### config.mk
export PLATFORM = sky130hd
export DESIGN_NAME = regfile
export DESIGN_NICKNAME = d
export VERILOG_FILES = /design/src/common/rv_pkg.sv /design/src/hw/regfile.sv
export SDC_FILE = /design/constraint.sdc
export NUM_CORES = 2
export LEC_CHECK = 0
export BUFFER_PORTS_ARGS = -buffer_cell sky130_fd_sc_hd__buf_2
export CAP_MARGIN = 40
export CELL_PAD_IN_SITES_DETAIL_PLACEMENT = 0
export CELL_PAD_IN_SITES_GLOBAL_PLACEMENT = 1
export CORE_MARGIN = 2
export CORE_UTILIZATION = 54
export CTS_CLUSTER_DIAMETER = 80
export CTS_CLUSTER_SIZE = 12
export DETAILED_ROUTE_END_ITERATION = 12
export PLACE_DENSITY_LB_ADDON = 0.1
export SETUP_SLACK_MARGIN = 0.5
export SLEW_MARGIN = 20
export SYNTH_ARGS = -nofsm -noshare
export SYNTH_HDL_FRONTEND = slang
export SYNTH_SLANG_ARGS = --single-unit
### constraint.sdc
create_clock -name clk -period 3.43 [get_ports clk]
set_input_delay 0.686 -clock clk [delete_from_list [all_inputs] [get_ports clk]]
set_output_delay 0.686 -clock clk [all_outputs]
set_load 0.02 [all_outputs]
### src/common/rv_pkg.sv
package rv_pkg;

    localparam int xlen = 64;

    typedef logic [xlen-1:0] word_t;
    typedef logic [31:0]     inst_t;
    typedef logic [4:0]      reg_idx_t;
    typedef logic [6:0]      opcode_t;
    typedef logic [2:0]      funct3_t;
    typedef logic [6:0]      funct7_t;
    typedef logic [5:0]      shamt_t;   // Shift amount for 64-bit operands.

    // ALU operations. pass_b serves LUI.
    typedef enum logic [3:0] {
        alu_add,
        alu_sub,
        alu_sll,
        alu_slt,
        alu_sltu,
        alu_xor,
        alu_srl,
        alu_sra,
        alu_or,
        alu_and,
        alu_pass_b
    } alu_op_e;

    // Major opcodes.
    localparam opcode_t opc_op     = 7'b0110011;
    localparam opcode_t opc_op_imm = 7'b0010011;
    localparam opcode_t opc_lui    = 7'b0110111;

    // funct3 encodings shared by OP and OP-IMM.
    localparam funct3_t f3_add_sub = 3'b000;
    localparam funct3_t f3_sll     = 3'b001;
    localparam funct3_t f3_slt     = 3'b010;
    localparam funct3_t f3_sltu    = 3'b011;
    localparam funct3_t f3_xor     = 3'b100;
    localparam funct3_t f3_srl_sra = 3'b101;
    localparam funct3_t f3_or      = 3'b110;
    localparam funct3_t f3_and     = 3'b111;

    // funct7 encodings.
    localparam funct7_t f7_base = 7'b0000000;
    localparam funct7_t f7_alt  = 7'b0100000;   // sub, sra.

    // Upper six bits of funct7 for the RV64 immediate shifts.
    localparam logic [5:0] f6_srli = 6'b000000;
    localparam logic [5:0] f6_srai = 6'b010000;

endpackage
### src/hw/regfile.sv
`timescale 1ns/100ps

module regfile import rv_pkg::*; (
    input  logic     clk,
    input  logic     arst_n,
    input  logic     w_en,
    input  reg_idx_t w_addr,
    input  word_t    w_data,
    input  logic     r_en1,
    input  reg_idx_t r_addr1,
    output word_t    r_data1,
    input  logic     r_en2,
    input  reg_idx_t r_addr2,
    output word_t    r_data2
);

    // x0 has no storage.
    word_t regs [1:31];

    always_ff @(posedge clk or negedge arst_n) begin
        if (!arst_n) begin
            for (int i = 1; i < 32; i++) begin
                regs[i] <= '0;
            end
        end else if (w_en && (w_addr != '0)) begin
            regs[w_addr] <= w_data;
        end
    end

    always_comb begin
        if (r_en1 && (r_addr1 != '0)) begin
            r_data1 = regs[r_addr1];
        end else begin
            r_data1 = '0;   // Disabled or x0.
        end
    end

    always_comb begin
        if (r_en2 && (r_addr2 != '0)) begin
            r_data2 = regs[r_addr2];
        end else begin
            r_data2 = '0;
        end
    end

endmodule

==> impl_metrics.env <==
export IMPL_status="finished, violations left"
export IMPL_violations="setup timing"
export IMPL_vdd_ir_drop_max_mv=0.608
export IMPL_path_common_cell="buf_6"
export IMPL_cp_required_ps=2740
export IMPL_synth_commonest_cells="mux2_2, dfrtp_1, mux4_2"
export IMPL_max_freq_mhz=290
export IMPL_fin_crit_sh_pct=101
export IMPL_met2_usage_pct=59.2
export IMPL_synth_adder_area_share_pct=0
export IMPL_synth_cell_types=51
export IMPL_grt_use_total_pct=39.1
export IMPL_setup_viol=1
export IMPL_clockBufferDepth=3
export IMPL_drcViolationCount=0
export IMPL_worstSetupPathType="primary input to primary output"
export IMPL_first_global_vias=75700
export IMPL_setup_ws_ps=-22.7
export IMPL_seqCellArea_sq_mm=0.0496
export IMPL_clock_root_buffer="clkbuf_16"
export IMPL_syn_to_final_growth_pct=21.6
export IMPL_final_area_sq_mm=0.131
export IMPL_chipHeight_um=450
export IMPL_fillers=13900
export IMPL_cts_tree="done"
export IMPL_nNetsFinal=7974
export IMPL_drt_vias_per_instance=7.12
export IMPL_max_stage_delay_ps=510
export IMPL_synthArstFlopShare_pct=100
export IMPL_synthXorXnorAreaFrac_pct=0
export IMPL_largest_reg_flops=1984
export IMPL_grt_pass1_wl_um=568000
export IMPL_floorplan_initialDensity_pct=54.4
export IMPL_clock_latency_ps=860
export IMPL_cts_sinks=1984
export IMPL_finalWirelength_um=402000
export IMPL_leakagePower_nw=57.2
export IMPL_syn_num_nets=7331
export IMPL_crit_arrival_ps=2770
export IMPL_rows=163
export IMPL_slew_headroom_pct=41.2
export IMPL_hold_path_class="primary input to asynchronous set/reset pin"
export IMPL_synth_compound_area_share_pct=5.15
export IMPL_cp_max_fo=19
export IMPL_antenna_found_initial=37
export IMPL_yosysTopAreaCellShare_pct=46.2
export IMPL_slew_violations=0
export IMPL_cp_end_kind="primary output"
export IMPL_dpl_hpwl_um=245000
export IMPL_tns_ps=-22.7
export IMPL_synthCells=7247
export IMPL_routedWlPerCell_um=38.0
export IMPL_fin_skew_ps=0
export IMPL_reg2reg_from="regs[112]"
export IMPL_grtUsageMet1_pct=53.6
export IMPL_vias=75300
export IMPL_synth_area_leader_cell="dfrtp_1"
export IMPL_reg_top3="regs (1984)"
export IMPL_crit_path_cell_trace="buf_6, and2_4, buf_12, buf_6, nand2_2, a22oi_2, buf_4, buf_6"
export IMPL_powerDensity_mw_per_mm2=520
export IMPL_yosys_warnings=0
export IMPL_cp_slowest_cell="a22oi_2"
export IMPL_top_register="regs"
export IMPL_p_total_mw=68.0
export IMPL_drt_iter0_markers=8565
export IMPL_fin_util_pct=66.2
export IMPL_rsz0062_at_grt="true"
export IMPL_grt_overflow=0
export IMPL_syn_area_sq_mm=0.108
export IMPL_crit_start="r_addr1[3]"
export IMPL_synth_top_family_by_area="multiplexers"
export IMPL_synthMuxAreaShare_pct=42.7
export IMPL_r2r_end="regs[112]"
export IMPL_ant_nets=0
export IMPL_synth_area_per_cell_sq_um=14.8
export IMPL_drv_cap=0
export IMPL_cts_clk_slew_worst_paths_ps=60
export IMPL_worst_slew_pin_slew_ps=883
export IMPL_ys_seq_area_share_pct=46.2
export IMPL_placed_cell_area_sq_mm=0.117
export IMPL_synth_area_leaders="dfrtp_1, mux2_2, mux4_2, mux2i_1, mux2_1"
export IMPL_cts_buffers=184
export IMPL_finalHoldViolCount=0
export IMPL_r2r_slack_ps=2430
export IMPL_worstRegToRegCells=3
export IMPL_synth_edf_count=0
export IMPL_drive_above_1_share_pct=60.6
export IMPL_period_needed_ps=3450
export IMPL_dr_pass1_iters=6
export IMPL_synth_simple_area_share_pct=1.92
export IMPL_numPortBuffers=211
export IMPL_multi_input_area_sq_mm=0.0568
export IMPL_gp_congestion=0.867
export IMPL_whs_ps=391
export IMPL_grt_use_met3_pct=8.84
export IMPL_ios=212
export IMPL_dieWidth_um=450
export IMPL_ys_ff_latch=1984
export IMPL_grt_busiest_layer="met2"
export IMPL_yosysMostFrequentCell="mux2_2"
export IMPL_start_kind="primary input"
export IMPL_htreeDepth=4
export IMPL_grt_max_degree=100
export IMPL_synth_flop_cell="dfrtp_1"
export IMPL_fp_coreArea_sq_mm=0.198
export IMPL_die_area_sq_mm=0.203
critical path: cells and delay by family:
| kind | cells | cell delay [ps] |
|---|---|---|
| AND/OR/NAND/NOR | 2 | 340 |
| buffers and inverters | 5 | 1130 |
| AO/OA/AOI/OAI | 1 | 510 |
worst max path at each step:
stage / to
6_report: r_data1[21]
2_1_floorplan: r_data2[19]
4_1_cts: r_data2[3]
5_1_grt: r_data2[44]
3_3_place_gp: r_data1[21]
3_5_place_dp: r_data1[21]
kinds of logic after synthesis:
logic type	Yosys count
buffers and inverters	810
AOI/OAI and AO/OA	720
and+or+nand+nor	395
muxes	3338
DFF	1984
cell usage in the layout, fill, tap and decap left out, types with 16 or more instances in the layout:
master and n:
mux2_2 2001, dfrtp_1 1984, mux4_2 771, buf_4 565
buf_12 280, mux2i_1 257, mux2_1 207, clkbuf_16 207
buf_6 191, nand2_1 124, a22oi_2 102, a221o_1 93
mux2_4 91, buf_16 83, buf_2 81, a22oi_1 71
nand2_2 70, a21oi_1 57, nand2b_1 49, a221oi_2 49
a31oi_1 46, nor2b_1 45, a31oi_4 36, buf_8 36
a31oi_2 35, a211oi_1 33, nand2_4 33, o22ai_1 30
a211o_1 26, a32oi_1 23, diode_2 20, a32oi_4 20
a32oi_2 16
report_power, final:
group,switching (mW),internal (mW),total [mW]
Sequential,3.48,28.0,31.5
Combinational,7.30,10.3,17.6
Clock,9.04,9.89,18.9
through the flow:
step | instances | worst slack, ps
after floorplan | 7247 | 503
after global placement | 10000 | -422
after detailed placement | 10000 | -428
after CTS | 10400 | 27.5
after global routing | 10600 | -3.57
final | 10600 | -22.7
what timing repair did:
item / 4_1_cts / 5_1_grt
pin swaps: 139 / 159
endpoints found under the hold margin: 21 / 0
endpoints found under the setup margin: 128 / 128
buffers inserted: 150 / 99
cloned: 45 / 16
hold buffers: 1 / 0
gates resized for setup: 725 / 392
per-layer routing:
metal / up-vias / wire [um]
met1: 40900 / 159000
met3: 1046 / 37000
met4: 14 / 22900
met2: 3958 / 183000
met5: - / 84
li1: 29300 / -
area by class of cell:
class | instances | area share [%]
diodes | 20 | 0.0383
clock buffers | 196 | 3.68
clock inverters | 10 | 0.102
inverters | 4 | 0.0153
multi-input cells | 4453 | 43.5
flip-flops and latches | 1984 | 38.0
well taps | 2640 | 2.53
repair buffers | 1263 | 12.2
Note: power is estimated with default switching activity, not from simulation.
