===== config.mk =====
export PLATFORM = sky130hd
export DESIGN_NAME = inst_decoder
export DESIGN_NICKNAME = d
export VERILOG_FILES = /design/src/common/rv_pkg.sv /design/src/hw/inst_decoder.sv
export SDC_FILE = /design/constraint.sdc
export NUM_CORES = 1
export LEC_CHECK = 0
export BUFFER_PORTS_ARGS = -buffer_cell sky130_fd_sc_hd__clkbuf_2
export CAP_MARGIN = 20
export CORE_MARGIN = 4
export CORE_UTILIZATION = 32
export DETAILED_ROUTE_END_ITERATION = 10
export GPL_ROUTABILITY_DRIVEN = 0
export GPL_TIMING_DRIVEN = 0
export PLACE_DENSITY_LB_ADDON = 0.2
export SETUP_SLACK_MARGIN = 0.4
export SYNTH_ARGS = -nofsm -noshare
export SYNTH_HDL_FRONTEND = slang
export SYNTH_SLANG_ARGS = --single-unit

===== constraint.sdc =====
create_clock -name vclk -period 1.1
set_input_delay 0.055 -clock vclk [all_inputs]
set_output_delay 0.055 -clock vclk [all_outputs]
set_load 0.01 [all_outputs]

===== src/common/rv_pkg.sv =====
package rv_pkg;

    localparam int xlen = 64;

    typedef logic [xlen-1:0] word_t;
    typedef logic [31:0]     inst_t;
    typedef logic [4:0]      reg_idx_t;
    typedef logic [6:0]      opcode_t;
    typedef logic [2:0]      funct3_t;
    typedef logic [6:0]      funct7_t;
    typedef logic [5:0]      shamt_t;   // Shift amount for 64-bit operands.

    // ALU operations. pass_b serves LUI.
    typedef enum logic [3:0] {
        alu_add,
        alu_sub,
        alu_sll,
        alu_slt,
        alu_sltu,
        alu_xor,
        alu_srl,
        alu_sra,
        alu_or,
        alu_and,
        alu_pass_b
    } alu_op_e;

    // Major opcodes.
    localparam opcode_t opc_op     = 7'b0110011;
    localparam opcode_t opc_op_imm = 7'b0010011;
    localparam opcode_t opc_lui    = 7'b0110111;

    // funct3 encodings shared by OP and OP-IMM.
    localparam funct3_t f3_add_sub = 3'b000;
    localparam funct3_t f3_sll     = 3'b001;
    localparam funct3_t f3_slt     = 3'b010;
    localparam funct3_t f3_sltu    = 3'b011;
    localparam funct3_t f3_xor     = 3'b100;
    localparam funct3_t f3_srl_sra = 3'b101;
    localparam funct3_t f3_or      = 3'b110;
    localparam funct3_t f3_and     = 3'b111;

    // funct7 encodings.
    localparam funct7_t f7_base = 7'b0000000;
    localparam funct7_t f7_alt  = 7'b0100000;   // sub, sra.

    // Upper six bits of funct7 for the RV64 immediate shifts.
    localparam logic [5:0] f6_srli = 6'b000000;
    localparam logic [5:0] f6_srai = 6'b010000;

endpackage

===== src/hw/inst_decoder.sv =====
`timescale 1ns/100ps

module inst_decoder import rv_pkg::*; (
    input  inst_t    inst,
    output reg_idx_t rs1,
    output reg_idx_t rs2,
    output reg_idx_t rd,
    output word_t    imm,
    output alu_op_e  alu_op,
    output logic     use_imm,
    output logic     writes_rd,
    output logic     rs1_en,
    output logic     rs2_en,
    output logic     inst_illegal
);

    opcode_t opcode;
    funct3_t funct3;
    funct7_t funct7;
    word_t   imm_i;
    word_t   imm_u;
    logic    legal;

    // Common mapping of funct3 to an ALU operation; alt selects sub or sra.
    function automatic alu_op_e f3_to_op(input funct3_t f3, input logic alt);
        alu_op_e op;
        case (f3)
            f3_add_sub: op = alt ? alu_sub : alu_add;
            f3_sll:     op = alu_sll;
            f3_slt:     op = alu_slt;
            f3_sltu:    op = alu_sltu;
            f3_xor:     op = alu_xor;
            f3_srl_sra: op = alt ? alu_sra : alu_srl;
            f3_or:      op = alu_or;
            default:    op = alu_and;
        endcase
        return op;
    endfunction

    assign opcode = inst[6:0];
    assign funct3 = inst[14:12];
    assign funct7 = inst[31:25];

    assign rd  = inst[11:7];
    assign rs1 = inst[19:15];
    assign rs2 = inst[24:20];

    assign imm_i = {{(xlen-12){inst[31]}}, inst[31:20]};
    assign imm_u = {{(xlen-32){inst[31]}}, inst[31:12], 12'b0};

    always_comb begin
        legal   = 1'b0;
        alu_op  = alu_add;
        use_imm = 1'b0;
        imm     = imm_i;
        rs1_en  = 1'b0;
        rs2_en  = 1'b0;

        case (opcode)
            opc_op: begin
                // Only add/sub and srl/sra have an alternate form.
                if (funct7 == f7_base) begin
                    legal = 1'b1;
                end else if (funct7 == f7_alt) begin
                    legal = (funct3 == f3_add_sub) || (funct3 == f3_srl_sra);
                end
                alu_op = f3_to_op(funct3, funct7[5]);
                rs1_en = legal;
                rs2_en = legal;
            end

            opc_op_imm: begin
                case (funct3)
                    f3_sll:     legal = (inst[31:26] == f6_srli);
                    f3_srl_sra: legal = (inst[31:26] == f6_srli) ||
                                        (inst[31:26] == f6_srai);
                    default:    legal = 1'b1;
                endcase
                // No subi, so bit 30 only matters for right shifts.
                alu_op  = f3_to_op(funct3, (funct3 == f3_srl_sra) && inst[30]);
                use_imm = 1'b1;
                rs1_en  = legal;
            end

            opc_lui: begin
                legal   = 1'b1;
                alu_op  = alu_pass_b;
                use_imm = 1'b1;
                imm     = imm_u;
            end

            default: begin
                legal = 1'b0;
            end
        endcase
    end

    assign writes_rd    = legal;
    assign inst_illegal = !legal;

endmodule


==> implementation parameters, run 1 <==
Parameter                              Value

Pwr
  Standby leakage power    between 1 and 1.5 nW
  Pwr per Cell Area    352.8 nW/um2
  Peak VDD IR    roughly 0.00033 V

STA
  Worst Max-Slew Pin Slew    252.4 ps
  Number of endpoints failing setup at the final stage    37
  Slew Viols, Final    0
  Setup repair after global routing missed its margin    true
  Maximum clock frequency    783.9 MHz
  Final count of hold timing violations    0
  Final worst-path setup slack    -175.7 ps
  Crit share post-route    116.0%
  Worst slew margin    82.99%
  Min Clock Period, post-route    1276 ps

Layout
  Fin cells    about 270
  Count of clock-net buffers in the final layout    0
  Total number of nets in the final design    273
  Sequential cell area in the final layout    0 um2
  FF+latch count    0
  Layout cell share with drive strength beyond 1    around 80%
  Layout Area Growth over Synthesis    103.3%
  Antenna diode count    0
  Finished Cell Area    1755 um2

Placed design
  Half-perimeter wire length of the detailed placement result    ~2400 um
  Number of I/O port buffers    113
  Post-DP Area    1509 um2
  Number of placed instances, taps included    262
  Worst slack at placement    -549.2 ps

Min path
  Launch instance of the worst min-delay path    inst[9]
  Worst hold path type    in2out

Detailed routing
  Vias after detailed routing    1153
  DRC violation total after the first TritonRoute iteration    48
  Number of antenna-violating nets in the routed design    0
  Drt via density    4.286
  Wire length reported by the detailed router    about 3000 um
  Average wire per cell in the routed design    11.16 um
  DRC viols    0
  Detailed-routing iteration count for the pre-antenna-repair pass    4

Critical path
  Worst endpoint data arrival time    1220 ps
  Largest incremental delay on the critical path    310 ps
  Required time at the worst-slack endpoint    roughly 1000 ps
  Max Fanout on Critical Path    10
  Ordered cell list for the critical path    clkbuf_2 -> and4bb_2 -> and4_1 -> buf_6 -> nor2b_4 -> buf_6 -> a21o_1 -> clkbuf_2
  Largest delay contributor family on the critical path    simple AND/OR/NAND/NOR gates
  Setup CP Type    in2out
  CP startpoint kind    input pin
  Slowest CP cell    sky130_fd_sc_hd__and4bb_2
  Number of buffer and inverter stages on the critical path    4
  Endpoint type of the worst setup path    primary output
  Critical Path Source    inst[6]

Synthesis
  Net Count, Synth    ~150
  Area of the mapped netlist    863.3 um2
  Total number of yosys warnings    0
  Number of library cell types mapped by synthesis    26
  Mean Syn Cell Area    7.255 um2
  Share of synthesized area occupied by flip-flops and latches    0%
  Yosys top cell area share    44.35%
  Top post-synthesis cells by area    sky130_fd_sc_hd__buf_4 (44%), sky130_fd_sc_hd__a21o_1 (17%), sky130_fd_sc_hd__nor2b_1 (8.0%), sky130_fd_sc_hd__buf_6 (3.9%), sky130_fd_sc_hd__nand3b_1 (2.6%)
  Leading area contributor after synthesis    sky130_fd_sc_hd__buf_4
  Syn Inst Count    119

Die
  I/O Pins    120
  Area of the placeable core    2522 um2
  Die area    3593 um2
  Number of placement rows    18
  Initial Util    34.23%
  Die boundary width    59.94 um
  Die height    roughly 60 um

Global routing
  Total global-route track usage    15.13%
  Via count of the first global-routing pass    998
  Largest net degree at the start of global routing    36
  Remaining global-route overflow    0
  First-pass GRT wire length    4443 um
  Number of antenna violations at the first check in global routing    0

Clock network
  Total of hold buffers inserted after clock tree synthesis    0

Outcome
  Result of the run    complete, but fails checks
  Violated checks    setup timing

Flow run
  Number of maximum-capacitance constraint violations    0
-- per-layer routing --
metal	GRT usage [%]	part of all wire, %	vias up
met5	0	0	-
li1	-	-	589
met2	29.01	54	62
met4	0.9494	0	0
met1	19.28	37	502
met3	0.4320	9.6	0
-- through the flow --
stage / TNS [ps] / total power, mW / hold WS, ps / utilization [%]
2_1_floorplan: 0 / 0.3285 / 201.8 / -
3_3_place_gp: -6371 / 0.5666 / 299.4 / 59.82
3_5_place_dp: -6504 / 0.5705 / 300.3 / 59.82
4_1_cts: -4243 / 0.5953 / 301.0 / 65.28
5_1_grt: -7186 / 0.6714 / 307.8 / 69.59
6_report: -4923 / 0.6194 / 298.8 / 69.59
-- power by group --
group          internal [mW]  switching, mW
combinational          0.346          0.273
clock                      0              0
sequential                 0              0
-- synth_stat cells --
library cell,instances
sky130_fd_sc_hd__buf_4,51
sky130_fd_sc_hd__a21o_1,19
sky130_fd_sc_hd__nor2b_1,11
sky130_fd_sc_hd__nand2_1,4
sky130_fd_sc_hd__a21oi_1,3
sky130_fd_sc_hd__buf_6,3
sky130_fd_sc_hd__nand3b_1,3
sky130_fd_sc_hd__o21ai_0,3
sky130_fd_sc_hd__buf_2,2
sky130_fd_sc_hd__inv_1,2
sky130_fd_sc_hd__nor3_1,2
sky130_fd_sc_hd__o21bai_1,2
sky130_fd_sc_hd__a211oi_1,1
sky130_fd_sc_hd__a311o_1,1
sky130_fd_sc_hd__and3_1,1
sky130_fd_sc_hd__and4_1,1
sky130_fd_sc_hd__and4b_1,1
sky130_fd_sc_hd__and4bb_1,1
sky130_fd_sc_hd__nand2b_1,1
sky130_fd_sc_hd__nand3_1,1
sky130_fd_sc_hd__nand3b_2,1
sky130_fd_sc_hd__nor2_1,1
sky130_fd_sc_hd__nor2b_4,1
sky130_fd_sc_hd__nor3b_2,1
sky130_fd_sc_hd__xnor2_1,1
sky130_fd_sc_hd__xor2_1,1
-- path summary, 6_finish.rpt --
path / slack (ps) / to / depth (start not counted)
max: -180 / imm[19] / 8
min: 300 / rd[2] / 2
-- layout by cell type (no fill, tap or decap), drive strengths merged --
master / count
a211oi: 1
a21o: 19
and4: 1
and4b: 1
nand2: 4
and4bb: 1
a21oi: 3
nor2b: 12
xnor2: 1
nor2: 1
a311o: 1
nand3: 1
and3: 1
o21ai: 3
inv: 2
nand2b: 1
nand3b: 4
o21bai: 2
buf: 84
nor3: 2
clkbuf: 92
nor3b: 1
xor2: 1
-- cell families after synthesis --
kind of cell              after synthesis  share of synthesized area [%]
xor gates and xnor gates                2                          2.029
buffers and inverters                  58                          50.29
and+or+nand+nor                        30                          23.91
AOI/OAI and AO/OA                      29                          23.77
-- final cells by class --
| cell class | count | area [um2] |
|---|---|---|
| plain buffers | 56 | 441.7 |
| inverters | 2 | 7.507 |
| well taps | 30 | 37.54 |
| fillers | 223 | 767.0 |
| repair buffers | 120 | 742.0 |
| multi-input cells | 61 | 526.8 |
-- what timing repair did --
item | CTS | global route
gates cloned | 1 | 0
gates resized for setup | 17 | 38
endpoints found under the setup margin | 73 | 40
pin swaps | 6 | 1
setup buffers | 4 | 2
Power figures use the tool's default switching activity.
==> run 2: changes to the inputs <==
- GPL_TIMING_DRIVEN: 0 -> default
==> implementation parameters, run 2 (same netlist as run 1, synthesis figures left out) <==
Parameter                              Value

Global routing
  Total global-route track usage    12.71% (-2.4 points)
  Largest net degree at the start of global routing    36 (unchanged)
  Number of antenna violations at the first check in global routing    0 (unchanged)
  Remaining global-route overflow    0 (unchanged)
  First-pass GRT wire length    3767 um (-15%)
  Via count of the first global-routing pass    837 (-16%)

Detailed routing
  Vias after detailed routing    957 (-17%)
  Detailed-routing iteration count for the pre-antenna-repair pass    4 (unchanged)
  Wire length reported by the detailed router    2655 um (-12%)
  DRC viols    0 (unchanged)
  Drt via density    4.431 (+3.4%)
  DRC violation total after the first TritonRoute iteration    17 (-65%)
  Average wire per cell in the routed design    12.29 um (+10%)
  Number of antenna-violating nets in the routed design    0 (unchanged)

STA
  Post-Route Hold Slack    110.0 ps (-188.7 ps)
  Min Clock Period, post-route    1243 ps (-32.41 ps)
  Final count of hold timing violations    0 (unchanged)
  Worst Max-Slew Pin Slew    268.6 ps (+16.20 ps)
  Setup repair after global routing missed its margin    true
  Maximum clock frequency    804.3 MHz (+2.6%)
  Number of endpoints failing setup at the final stage    36 (-2.7%)
  Final worst-path setup slack    -143.3 ps (+32.41 ps)
  Slew Viols, Final    0 (unchanged)
  Worst slew margin    82.05% (-0.94 points)
  Crit share post-route    113.0% (-2.9 points)

Layout
  Total number of nets in the final design    220 (-19%)
  FF+latch count    0 (unchanged)
  Sequential cell area in the final layout    0 um2 (unchanged)
  Antenna diode count    0 (unchanged)
  Layout Area Growth over Synthesis    42.03%
  Commonest cells after routing, fill and taps aside    sky130_fd_sc_hd__clkbuf_2 (91), sky130_fd_sc_hd__a21o_1 (19), sky130_fd_sc_hd__buf_2 (15)
  Utilization after layout    48.61% (-21 points)
  Most common library cell in the layout ignoring fill and taps    sky130_fd_sc_hd__clkbuf_2
  Count of clock-net buffers in the final layout    0 (unchanged)
  Finished Cell Area    1226 um2 (-30%)
  Layout cell share with drive strength beyond 1    75.81% (-5.4 points)

Placed design
  Worst slack at placement    -206.0 ps (+343.2 ps)
  Number of I/O port buffers    110 (-2.7%)
  Post-DP Area    1157 um2 (-23%)
  Half-perimeter wire length of the detailed placement result    2225 um (-8.6%)

Critical path
  Endpoint type of the worst setup path    primary output
  Critical Path Source    inst[3]
  Worst endpoint data arrival time    1190 ps (-30 ps)
  CP startpoint kind    input pin
  Required time at the worst-slack endpoint    1040 ps (about the same)
  Setup CP Type    in2out
  Max Fanout on Critical Path    12 (+2)

Min path
  Launch instance of the worst min-delay path    inst[7]
  Depth of the worst hold-timing path    0 (-2)
  Worst hold path type    in2out
  Worst Hold End    rd[0]

Outcome
  Violated checks    setup timing
  Result of the run    complete, but fails checks

Pwr
  Pwr per Cell Area    369.1 nW/um2 (+4.6%)
  Standby leakage power    0.8374 nW (-28%)
  Peak VDD IR    0.0002295 V (-30%)
  Pwr Total    452.5 uW (-27%)

Die
  Initial Util    34.23% (unchanged)
  Area of the placeable core    2522 um2 (unchanged)
  Number of placement rows    18 (unchanged)
  Die area    3593 um2 (unchanged)
  Die height    59.94 um (unchanged)
  I/O Pins    120 (unchanged)
  Die boundary width    59.94 um (unchanged)

Clock network
  Total of hold buffers inserted after clock tree synthesis    0 (unchanged)
  Post-CTS setup-driven buffer insertion count    0 (-4)

Flow run
  Number of maximum-capacitance constraint violations    0 (unchanged)
[run 2: report_power, final]
part	internal, mW	switching (mW)
Sequential	0	0
Clock	0	0
Combinational	0.216	0.237
Total	0.216	0.237
[run 2: layout make-up]
cell class	instances	area (um2)
inverters	2	7.507
multi-input cells	62	493.0
well taps	30	37.54
repair buffers	122	688.2
fillers	276	1296
[run 2: worst max-delay path, cell delays in order]
cell and delay [ps]:
sky130_fd_sc_hd__buf_6 90, sky130_fd_sc_hd__and4bb_1 300, sky130_fd_sc_hd__and4_4 310, sky130_fd_sc_hd__buf_6 170
sky130_fd_sc_hd__a21o_1 130, sky130_fd_sc_hd__clkbuf_2 130
[run 2: how the worst max path moves through the flow]
stage,end,cells after the start
after floorplan,imm[12],6
final,imm[23],6
after detailed placement,alu_op[1],6
after global routing,inst_illegal,6
after global placement,imm[30],6
after CTS,imm[30],6
[run 2: metal layers]
layer | routed length, um | GRT usage, % | part of all wire (%)
met1 | 1021 | 16.71 | 38
met2 | 1378 | 23.77 | 52
met3 | 253 | 0.4320 | 9.5
met4 | 2 | 0.6329 | 0.075
met5 | 0 | 0 | 0
[run 2: per-stage QoR]
| stage | std cells | setup TNS (ps) |
|---|---|---|
| 2_1_floorplan | 119 | 0 |
| 3_3_place_gp | 215 | -4817 |
| 3_5_place_dp | 215 | -5729 |
| 4_1_cts | 216 | -3127 |
| 5_1_grt | 216 | -5575 |
| 6_report | 216 | -3320 |
[run 2: what timing repair did]
item	CTS	global route
setup endpoints to repair	40	73
pin swaps	1	3
gates cloned	1	0
resized for setup	7	24
